**src/logic/vctrl_pkg.sv**
```systemverilog
package vctrl_pkg;

  ////////////////////////////////////////
  // Design constants
  ////////////////////////////////////////

  localparam int unsigned ELEN     = 32;
  localparam int unsigned MAX_INSN = 4;
  localparam int unsigned NR_UNITS = 3;

  typedef logic [$clog2(MAX_INSN)-1:0] vid_t;
  typedef logic [15:0]                 vlen_t;
  typedef logic [ELEN-1:0]             elen_t;

  ////////////////////////////////////////
  // Vector type
  ////////////////////////////////////////

  typedef enum logic [2:0] {
    EW_8  = 3'd0,
    EW_16 = 3'd1,
    EW_32 = 3'd2,
    EW_64 = 3'd3
  } vsew_e;

  // Widest element the datapath handles
  localparam vsew_e MAX_EW = EW_32;

  // Fractional codes read as negative when taken as signed
  typedef enum logic [2:0] {
    LMUL_1   = 3'd0,
    LMUL_2   = 3'd1,
    LMUL_4   = 3'd2,
    LMUL_8   = 3'd3,
    LMUL_RES = 3'd4,
    LMUL_F8  = 3'd5,
    LMUL_F4  = 3'd6,
    LMUL_F2  = 3'd7
  } vlmul_e;

  typedef struct packed {
    logic   vill;
    vlmul_e vlmul;
    vsew_e  vsew;
  } vtype_t;

  localparam vtype_t VTYPE_ILLEGAL = '{vill: 1'b1, vlmul: LMUL_1, vsew: EW_8};

  ////////////////////////////////////////
  // Request and result words
  ////////////////////////////////////////

  typedef enum logic [1:0] {CON, VFU, LSU, SLD} ex_unit_e;
  typedef enum logic [1:0] {VCFG, VCSR, VEXEC} vop_e;
  typedef enum logic [1:0] {READ, WRITE, SET, CLEAR} csr_op_e;
  typedef enum logic [1:0] {VSTART, VL, VTYPE, VLENB} csr_addr_e;

  typedef struct packed {
    vop_e      op;
    ex_unit_e  ex_unit;
    csr_op_e   csr_op;
    csr_addr_e csr_addr;
    vtype_t    vtype;
    elen_t     rs1;
    logic [4:0] rd;
    logic      use_rd;
    vid_t      id;
    vlen_t     vl;
    vlen_t     vstart;
  } vreq_t;

  typedef struct packed {
    logic [4:0] rd;
    elen_t      data;
  } result_t;

endpackage
```
**src/logic/csr_if.sv**
```systemverilog
interface csr_if
  import vctrl_pkg::*;
();

  // Issue side
  logic   commit;
  vreq_t  req;

  // Register file side
  vlen_t  vl;
  vtype_t vtype;
  vlen_t  vstart;
  vlen_t  cfg_vl;

  modport issue (
    output commit, req,
    input  vl, vtype, vstart, cfg_vl
  );

  modport csr (
    input  commit, req,
    output vl, vtype, vstart, cfg_vl
  );

endinterface

```
**src/logic/vector_controller.sv**
```systemverilog
module vector_controller
  import vctrl_pkg::*;
#(
  parameter int unsigned VLEN = 512
) (
  input  logic                clk_i,
  input  logic                arst_n_i,
  // Issue from the front end
  input  logic                issue_valid_i,
  input  vreq_t               issue_req_i,
  output logic                issue_ready_o,
  // Execution units
  input  logic [NR_UNITS-1:0] unit_ready_i,
  input  logic [NR_UNITS-1:0] unit_done_i,
  input  vid_t [NR_UNITS-1:0] unit_done_id_i,
  output logic [NR_UNITS-1:0] unit_req_valid_o,
  output vreq_t               unit_req_o,
  // Back to the core
  output logic                result_valid_o,
  output result_t             result_o,
  output logic                reject_o,
  output logic                busy_o
);

  logic  buf_valid;
  vreq_t buf_req;
  logic  buf_pop;
  vid_t  free_id;
  logic  tracker_full;
  logic  alloc;

  csr_if csr_bus ();

  req_buffer req_buffer_inst (
    .clk_i    (clk_i),
    .arst_n_i (arst_n_i),
    .push_i   (issue_valid_i),
    .req_i    (issue_req_i),
    .ready_o  (issue_ready_o),
    .valid_o  (buf_valid),
    .req_o    (buf_req),
    .pop_i    (buf_pop)
  );

  vcsr_file #(.VLEN(VLEN)) vcsr_file_inst (
    .clk_i    (clk_i),
    .arst_n_i (arst_n_i),
    .csr_p    (csr_bus.csr)
  );

  insn_tracker #(.NR_INSN(MAX_INSN)) insn_tracker_inst (
    .clk_i     (clk_i),
    .arst_n_i  (arst_n_i),
    .alloc_i   (alloc),
    .done_i    (unit_done_i),
    .done_id_i (unit_done_id_i),
    .free_id_o (free_id),
    .full_o    (tracker_full),
    .busy_o    (busy_o)
  );

  issue_ctrl #(.VLEN(VLEN)) issue_ctrl_inst (
    .buf_valid_i      (buf_valid),
    .buf_req_i        (buf_req),
    .pop_o            (buf_pop),
    .csr_p            (csr_bus.issue),
    .unit_ready_i     (unit_ready_i),
    .free_id_i        (free_id),
    .full_i           (tracker_full),
    .alloc_o          (alloc),
    .unit_req_valid_o (unit_req_valid_o),
    .unit_req_o       (unit_req_o),
    .result_valid_o   (result_valid_o),
    .result_o         (result_o),
    .reject_o         (reject_o)
  );

endmodule

```
**src/logic/issue_ctrl.sv**
```systemverilog
module issue_ctrl
  import vctrl_pkg::*;
#(
  parameter int unsigned VLEN = 512
) (
  input  logic                buf_valid_i,
  input  vreq_t               buf_req_i,
  output logic                pop_o,
  csr_if.issue                csr_p,
  input  logic [NR_UNITS-1:0] unit_ready_i,
  input  vid_t                free_id_i,
  input  logic                full_i,
  output logic                alloc_o,
  output logic [NR_UNITS-1:0] unit_req_valid_o,
  output vreq_t               unit_req_o,
  output logic                result_valid_o,
  output result_t             result_o,
  output logic                reject_o
);

  logic       is_con;
  logic [1:0] ex_code;
  logic [1:0] unit_idx;
  logic       unit_rdy;
  logic       dispatch;
  logic       retire;

  ////////////////////////////////////////
  // Issue decision
  ////////////////////////////////////////

  assign is_con   = buf_req_i.ex_unit == CON;
  assign ex_code  = buf_req_i.ex_unit;
  assign unit_idx = ex_code - 2'd1;

  always_comb begin
    unit_rdy = 1'b0;
    for (int u = 0; u < NR_UNITS; u++) begin
      if (unit_idx == 2'(u)) unit_rdy = unit_ready_i[u];
    end
  end

  assign retire   = buf_valid_i && is_con;
  assign reject_o = buf_valid_i && !is_con && csr_p.vtype.vill;
  assign dispatch = buf_valid_i && !is_con && !csr_p.vtype.vill && unit_rdy && !full_i;

  assign pop_o        = retire || reject_o || dispatch;
  assign alloc_o      = dispatch;
  assign csr_p.commit = retire || dispatch;
  assign csr_p.req    = buf_req_i;

  ////////////////////////////////////////
  // Dispatch to units
  ////////////////////////////////////////

  always_comb begin
    unit_req_o        = buf_req_i;
    unit_req_o.id     = free_id_i;
    unit_req_o.vl     = csr_p.vl;
    unit_req_o.vstart = csr_p.vstart;
    // Loads and stores carry their own element width
    if (buf_req_i.ex_unit != LSU) unit_req_o.vtype = csr_p.vtype;

    unit_req_valid_o = '0;
    for (int u = 0; u < NR_UNITS; u++) begin
      unit_req_valid_o[u] = dispatch && (unit_idx == 2'(u));
    end
  end

  // Result word back to the core
  always_comb begin
    result_valid_o = retire;
    result_o.rd    = buf_req_i.rd;
    result_o.data  = '0;
    if (buf_req_i.op == VCFG) begin
      result_o.data = elen_t'(csr_p.cfg_vl);
    end else if (buf_req_i.op == VCSR && buf_req_i.use_rd) begin
      case (buf_req_i.csr_addr)
        VSTART:  result_o.data = elen_t'(csr_p.vstart);
        VL:      result_o.data = elen_t'(csr_p.vl);
        VTYPE:   result_o.data = elen_t'(csr_p.vtype);
        default: result_o.data = elen_t'(VLEN / 8);
      endcase
    end
  end

endmodule

```
**src/logic/insn_tracker.sv**
```systemverilog
module insn_tracker
  import vctrl_pkg::*;
#(
  parameter int unsigned NR_INSN = MAX_INSN
) (
  input  logic                clk_i,
  input  logic                arst_n_i,
  input  logic                alloc_i,
  input  logic [NR_UNITS-1:0] done_i,
  input  vid_t [NR_UNITS-1:0] done_id_i,
  output vid_t                free_id_o,
  output logic                full_o,
  output logic                busy_o
);

  logic [NR_INSN-1:0] running_q, running_d;

  // Lowest free slot wins
  always_comb begin
    free_id_o = '0;
    for (int i = NR_INSN - 1; i >= 0; i--) begin
      if (!running_q[i]) free_id_o = vid_t'(i);
    end
  end

  assign full_o = &running_q;
  assign busy_o = |running_q;

  always_comb begin
    running_d = running_q;
    if (alloc_i) running_d[free_id_o] = 1'b1;
    // Completions from any unit
    for (int u = 0; u < NR_UNITS; u++) begin
      if (done_i[u]) running_d[done_id_i[u]] = 1'b0;
    end
  end

  always_ff @(posedge clk_i or negedge arst_n_i) begin
    if (!arst_n_i) begin
      running_q <= '0;
    end else begin
      running_q <= running_d;
    end
  end

endmodule

```
**src/logic/vcsr_file.sv**
```systemverilog
module vcsr_file
  import vctrl_pkg::*;
#(
  parameter int unsigned VLEN = 512
) (
  input  logic clk_i,
  input  logic arst_n_i,
  csr_if.csr   csr_p
);

  localparam int unsigned VLEN_BYTES = VLEN / 8;
  // log2 of ELEN in bytes, bounds SEW against LMUL
  localparam int EW_LIMIT = $clog2(ELEN / 8);

  vlen_t  vstart_q, vstart_d;
  vlen_t  vl_q, vl_d;
  vtype_t vtype_q, vtype_d;

  int     lmul_log2;
  logic   cfg_illegal;
  vlen_t  vlmax;
  vlen_t  cfg_vl;

  ////////////////////////////////////////
  // Configuration check
  ////////////////////////////////////////

  always_comb begin
    lmul_log2   = int'($signed(csr_p.req.vtype.vlmul));
    cfg_illegal = (csr_p.req.vtype.vsew > MAX_EW) ||
                  (csr_p.req.vtype.vlmul inside {LMUL_RES, LMUL_F8}) ||
                  (int'(csr_p.req.vtype.vsew) > lmul_log2 + EW_LIMIT);
  end

  // Elements per register, then grouped by LMUL
  always_comb begin
    vlmax = vlen_t'(VLEN_BYTES) >> csr_p.req.vtype.vsew;
    case (csr_p.req.vtype.vlmul)
      LMUL_2:  vlmax = vlmax << 1;
      LMUL_4:  vlmax = vlmax << 2;
      LMUL_8:  vlmax = vlmax << 3;
      LMUL_F4: vlmax = vlmax >> 2;
      LMUL_F2: vlmax = vlmax >> 1;
      default: vlmax = vlmax;
    endcase
  end

  // All ones in rs1 asks for the maximum
  always_comb begin
    if (cfg_illegal) begin
      cfg_vl = '0;
    end else if (csr_p.req.rs1 == '1) begin
      cfg_vl = vlmax;
    end else if (csr_p.req.rs1 < elen_t'(vlmax)) begin
      cfg_vl = vlen_t'(csr_p.req.rs1);
    end else begin
      cfg_vl = vlmax;
    end
  end

  ////////////////////////////////////////
  // Register update
  ////////////////////////////////////////

  always_comb begin
    vstart_d = vstart_q;
    vl_d     = vl_q;
    vtype_d  = vtype_q;

    if (csr_p.commit) begin
      case (csr_p.req.op)
        VCFG: begin
          vl_d = cfg_vl;
          if (cfg_illegal) begin
            vtype_d = VTYPE_ILLEGAL;
          end else begin
            vtype_d      = csr_p.req.vtype;
            vtype_d.vill = 1'b0;
          end
        end
        VCSR: begin
          case (csr_p.req.csr_op)
            WRITE:   vstart_d = vlen_t'(csr_p.req.rs1);
            SET:     vstart_d = vstart_q | vlen_t'(csr_p.req.rs1);
            CLEAR:   vstart_d = vstart_q & ~vlen_t'(csr_p.req.rs1);
            default: vstart_d = vstart_q;
          endcase
        end
        default: vstart_d = vstart_q;
      endcase

      // Unit work restarts from element zero next time
      if (csr_p.req.ex_unit != CON) vstart_d = '0;
    end
  end

  always_ff @(posedge clk_i or negedge arst_n_i) begin
    if (!arst_n_i) begin
      vstart_q <= '0;
      vl_q     <= '0;
      vtype_q  <= VTYPE_ILLEGAL;
    end else begin
      vstart_q <= vstart_d;
      vl_q     <= vl_d;
      vtype_q  <= vtype_d;
    end
  end

  assign csr_p.vstart = vstart_q;
  assign csr_p.vl     = vl_q;
  assign csr_p.vtype  = vtype_q;
  assign csr_p.cfg_vl = cfg_vl;

endmodule

```
**src/logic/req_buffer.sv**
```systemverilog
module req_buffer
  import vctrl_pkg::*;
(
  input  logic  clk_i,
  input  logic  arst_n_i,
  input  logic  push_i,
  input  vreq_t req_i,
  output logic  ready_o,
  output logic  valid_o,
  output vreq_t req_o,
  input  logic  pop_i
);

  logic  full_q;
  vreq_t data_q;
  logic  accept;

  // Room when empty or the head leaves this cycle
  assign ready_o = !full_q || pop_i;
  assign accept  = push_i && ready_o;

  // Fall through while empty
  assign valid_o = full_q || push_i;
  assign req_o   = full_q ? data_q : req_i;

  always_ff @(posedge clk_i or negedge arst_n_i) begin
    if (!arst_n_i) begin
      full_q <= 1'b0;
    end else if (full_q) begin
      if (pop_i) full_q <= accept;
    end else begin
      full_q <= accept && !pop_i;
    end
  end

  // Only store what did not pass straight through
  always_ff @(posedge clk_i) begin
    if (accept && (full_q || !pop_i)) data_q <= req_i;
  end

endmodule

```
**config.mk**
```make
export PLATFORM = sky130hd
export DESIGN_NAME = vector_controller
export DESIGN_NICKNAME = d
export VERILOG_FILES = /design/src/logic/vctrl_pkg.sv /design/src/logic/csr_if.sv /design/src/logic/vector_controller.sv /design/src/logic/issue_ctrl.sv /design/src/logic/insn_tracker.sv /design/src/logic/vcsr_file.sv /design/src/logic/req_buffer.sv
export SDC_FILE = /design/constraint.sdc
export NUM_CORES = 1
export LEC_CHECK = 0
export ABC_AREA = 1
export BUFFER_PORTS_ARGS = -buffer_cell sky130_fd_sc_hd__buf_4
export CELL_PAD_IN_SITES_DETAIL_PLACEMENT = 0
export CELL_PAD_IN_SITES_GLOBAL_PLACEMENT = 1
export CORE_MARGIN = 5
export CORE_UTILIZATION = 40
export CTS_BUF_LIST = sky130_fd_sc_hd__clkbuf_8
export CTS_CLUSTER_SIZE = 10
export DETAILED_ROUTE_END_ITERATION = 16
export GPL_TIMING_DRIVEN = 0
export PLACE_DENSITY = 0.88
export SLEW_MARGIN = 20
export SYNTH_ARGS = -nofsm -noshare
export SYNTH_HDL_FRONTEND = slang
export SYNTH_HIERARCHICAL = 1
export SYNTH_SLANG_ARGS = --single-unit
```
**constraint.sdc**
```tcl
create_clock -name clk_i -period 8.15 [get_ports clk_i]
set_clock_uncertainty 0.2 [all_clocks]
set_input_delay 0.4075 -clock clk_i [delete_from_list [all_inputs] [get_ports clk_i]]
set_output_delay 0.4075 -clock clk_i [all_outputs]
set_load 0.02 [all_outputs]
```
# Yosys cells after proc, flatten, opt, wreduce, memory -nomap -nowiden
# Index checks and enable logic that the tools add are counted.
word_totals:
  regBits: 131
  inputBits: 102
  out_inout_bits: 131
  elab_cells: 137
op_classes:
  add_sub_neg: 2
  n_lt_le_gt_ge: 11
  n_eq_ne: 17
  shift: 1
  muxes: 34
  bitwise_logic: 10
  reduce_logical: 42
op_table:
  columns: ["op", "n"]
  rows:
  - ["case mux 16 bit (3 select lines)", 2]
  - ["two-way mux 87 bit", 1]
  - ["two-way mux 16 bit", 5]
  - ["case mux 16 bit (5 select lines)", 1]
  - ["two-way mux 32 bit", 2]
  - ["== test 32 bit, second input constant", 1]
  - ["greater-than comparator 4 x 32 -> 1 bit", 1]
  - ["< comparator 32 x 16 -> 1 bit", 1]
  - ["logical AND 1 bit", 17]
  - ["AND 16 bit", 1]
  - ["two-way mux 4 bit", 4]
  - ["NOT 16 bit", 1]
  - ["OR 16 bit", 1]
  - [">> shifter 7 x 3 -> 16 bit, first input constant", 1]
  - ["two-way mux 7 bit", 2]
  - ["AND 4 bit", 3]
  - ["== test 3 bit, second input constant", 4]
  - ["< comparator 2 x 3 -> 1 bit, second input constant", 4]
  - ["NOT 4 bit", 3]
  - ["two-way mux 1 bit", 9]
  - ["demux 1 bit (select 2 bit)", 4]
  - ["== test 2 x 1 -> 1 bit, second input constant", 4]
  - ["== test 2 bit, second input constant", 4]
  - ["greater-or-equal comparator 2 x 1 -> 1 bit, second input constant", 4]
  - ["other kinds (17)", 37]

# Logic depth before layout (Yosys ltp)
logic_depth:
  word_depth: 16
  mapped_depth: 28
  ltp_nobuf: 23

# Modules after synthesis
# The synthesis kept the hierarchy.
by_module_without_submodules:
  columns: ["mod", "instances", "cells_each", "area_each_um2", "seq_area_each_um2"]
  rows:
  - ["req_buffer", 1, 376, 3776.1, 2637.5]
  - ["vcsr_file", 1, 338, 2563.7, 977.2]
  - ["issue_ctrl", 1, 351, 2169.6, 0.0]
  - ["insn_tracker", 1, 50, 305.3, 100.1]

# Least setup slack after synthesis
# No wires, ideal clock.
synth_path:
  path_kind: "reg2reg"
  start: "register req_buffer_inst.full_q"
  end: "register req_buffer_inst/data_q[0] in the netlist's numbering (enable)"
  setup_time_ns: 0.534
  arrival_ns: 5.323
  required_ns: 7.416
  slack_ns: 2.093
  path_stages_with_launch: 13
  path_buffers: 3
  synth_period_minus_slack_ns: 6.057
  path_cell_list: "dfrtp_1 -> buf_4 -> inv_4 -> buf_6 -> buf_6 -> nand2_1 -> nand2_1 -> o21ai_0 -> nor2_1 -> nor2_1 -> nand2_1 -> nor2_2 -> nor2_1"
synth_rtl:
  columns: ["item", "line_no", "rtl"]
  rows:
  - ["from (decl)", "req_buffer.sv:14", "logic full_q;"]
  - ["from (signal assigned)", "req_buffer.sv:30", "if (pop_i) full_q <= accept;"]
  - ["from (signal assigned)", "req_buffer.sv:32", "full_q <= accept && !pop_i;"]
  - ["to (signal assigned)", "req_buffer.sv:38", "if (accept && (full_q || !pop_i)) data_q <= req_i;"]
  - ["to (decl)", "req_buffer.sv:15", "vreq_t data_q;"]

==> impl_metrics.yaml <==
status:
  status: "complete, no violations"
global_route:
  antenna_found_initial: 0
  grt_overflow: 0
  grt_pass1_wl_mm: 32.2
  grt_max_degree: 45
  grt_pass1_vias: 6433
  track_usage_pct: 19.9
power_and_ir_drop:
  power_leakage_nw: 5.02
  power_density_nw_per_um2: 393
  peakVddDrop_uv: 205
run:
  max_cap_viol_count: 0
sta:
  setup_violations: 0
  hold_violations: 0
  timing.setup.tns_ps: 0
  finalCritPeriodShare_pct: 64.8
  grt_setup_unrepaired: "false"
  period_needed_ps: 5280
  tightest_slew_ps: 971
  slew_violations: 0
  slew_headroom_pct: 34.6
  fmaxAchievable_ghz: 0.189
floorplanning:
  fp.dieW_um: 143
  die-height_um: 143
  initial_core_util_pct: 40.8
  ioPinCount: 233
  die_area_um2: 20400
  coreArea_um2: 17300
  fp-row-count: 48
clocking:
  ctsLongestPathBuffers: 2
  cts_htree_levels: 3
  cts_tree: "yes"
  path_clk_slew_ps: 100
  numCtsBuffers: 9
  cts.sinks: 97
  insertion_delay_ps: 400
  cts_resized: 0
  post-cts-setup-buffers: 0
  clockRootBuffer: "clkbuf_8"
routing:
  vias: 6534
  drtPass1Iterations: 5
  drc: 0
  drtAntennaViolNets: 0
  finalWirelength_mm: 20.1
  routedWlPerCell_um: 14.1
  drtIter0Drc: 447
  routed_via_density: 4.57
synth:
  synth_cells: 930
  avgSynthCellArea_um2: 7.59
  yosys_warnings: 6
  netlist_area_um2: 7060
placement:
  dp_hpwl_mm: 15.7
  port_buffers: 182
  globalplace.congestion: 0.857
cells_and_area:
  nNetsFinal: 1316
  finish.utilization_pct: 55.3
  area_growth_pct: 35.4
  fill_cells: 1667
  layout-drive-gt1-share_pct: 32.9
  n_antenna_cell: 0
critical_path:
  crit_arrival_ps: 4670
  crit_path_end_kind: "output port"
  cp.required_ps: 7540
  criticalPathCategory: "reg -> out"
  cp_max_fo: 10
  crit_path_start_kind: "flop"
hold_path:
  min-delay-path-class: "in -> reg"
power breakdown:
part,internal [mW],switching [mW],total [mW],leakage (nW)
sequential,0.716,0.104,0.820,1.10
clock,0.117,0.198,0.315,0.0955
combinational,1.14,1.48,2.62,3.83
layer usage:
layer | track usage [%] | wire length (um)
met1 | 25.8 | 8680
met2 | 33.7 | 9720
met3 | 4.15 | 1300
met4 | 5.65 | 407
met5 | 0 | 0
repair_timing:
action                                 4_1_cts  5_1_grt
setup endpoints to repair                    0        0
hold buffers                                54        0
endpoints found under the hold margin       96        0
sequential cells by signal, indices dropped and copies added, names as in the netlist:
signal,flops
insn_tracker_inst/running_q,4
req_buffer_inst/data_q,53
req_buffer_inst/full_q,1
vcsr_file_inst/csr_p.vl,16
vcsr_file_inst/csr_p.vstart,16
vcsr_file_inst/csr_p.vtype,7
cell type report:
type / instances / area, um2 / share of cell area, %
timing repair buffer: 238 / 1950 / 20.4
inverter: 65 / 249 / 2.61
sequential: 97 / 2690 / 28.2
multi-input combinational: 605 / 2840 / 29.7
tap: 225 / 282 / 2.95
clock inverter: 7 / 57.6 / 0.602
buffer: 183 / 1360 / 14.2
clock buffer: 9 / 124 / 1.30
critical path: stages (launching register included):
cell	delay (ps)
dfrtp_1	370
buf_4	160
buf_6	130
buf_4	170
nand2_1	60
nand2_1	90
buf_4	150
inv_1	110
nand2_1	80
nor2_1	240
inv_1	120
nor2_1	290
inv_1	80
ha_1	290
nand2_1	70
nand3_1	90
nor4_1	210
nand4_1	120
nor3_1	380
clkbuf_1	410
nand3_1	160
and3_1	190
nand2_1	60
nand2_1	70
buf_4	160
through the flow:
| step | setup WS (ps) | hold slack, ps | power (mW) | cells | cell area [um2] |
|---|---|---|---|---|---|
| 6_report | 2870 | 85.9 | 3.76 | 1429 | 9560 |
| 5_1_grt | 2390 | 85.0 | 4.09 | 1429 | 9560 |
| 4_1_cts | 2850 | 61.1 | 3.79 | 1429 | 9560 |
| 3_5_place_dp | 3300 | 258 | 3.44 | 1359 | 8840 |
| 3_3_place_gp | 2280 | 254 | 3.40 | 1357 | 8780 |
| 2_1_floorplan | 3600 | -88.1 | 2.61 | 950 | 7130 |
final timing paths:
check	start	to	slack, ps	depth (start not counted)
hold reg to reg	vcsr_file_inst/csr_p.vl[12]	vcsr_file_inst/csr_p.vl[12]	320	2
setup reg to reg	req_buffer_inst/full_q	vcsr_file_inst/csr_p.vl[5]	3820	22
hold / removal	issue_valid_i	req_buffer_inst/full_q	90	3
min in group asynchronous	arst_n_i	vcsr_file_inst/csr_p.vstart[11]	350	2
max in group asynchronous	arst_n_i	vcsr_file_inst/csr_p.vtype[5]	6990	2
setup / recovery	req_buffer_inst/full_q	result_o[8]	2870	24
cell usage in the layout (no fill, tap or decap), types with 2 or more instances in the layout:
cell type      count
and3_1             3
dlygate4sd3_1     54
nor2_1            52
clkbuf_8           9
edfxtp_1          53
o21ai_0           33
inv_6              2
nand2_2            6
nand4_1           12
buf_6              8
nor2_4             3
buf_4            339
nor4_1             3
conb_1            22
inv_8              2
o2111ai_1          2
a32o_1            16
a22oi_1            6
nand2_1          333
dfrtp_1           43
buf_2              8
nor3_1             4
ha_1              15
clkbuf_1           8
inv_2              2
nand3_1           67
inv_1             61
nor2_2             4
o22ai_1            3
inv_4              2
a21oi_1           10
Note: power is estimated with default switching activity, not from simulation.
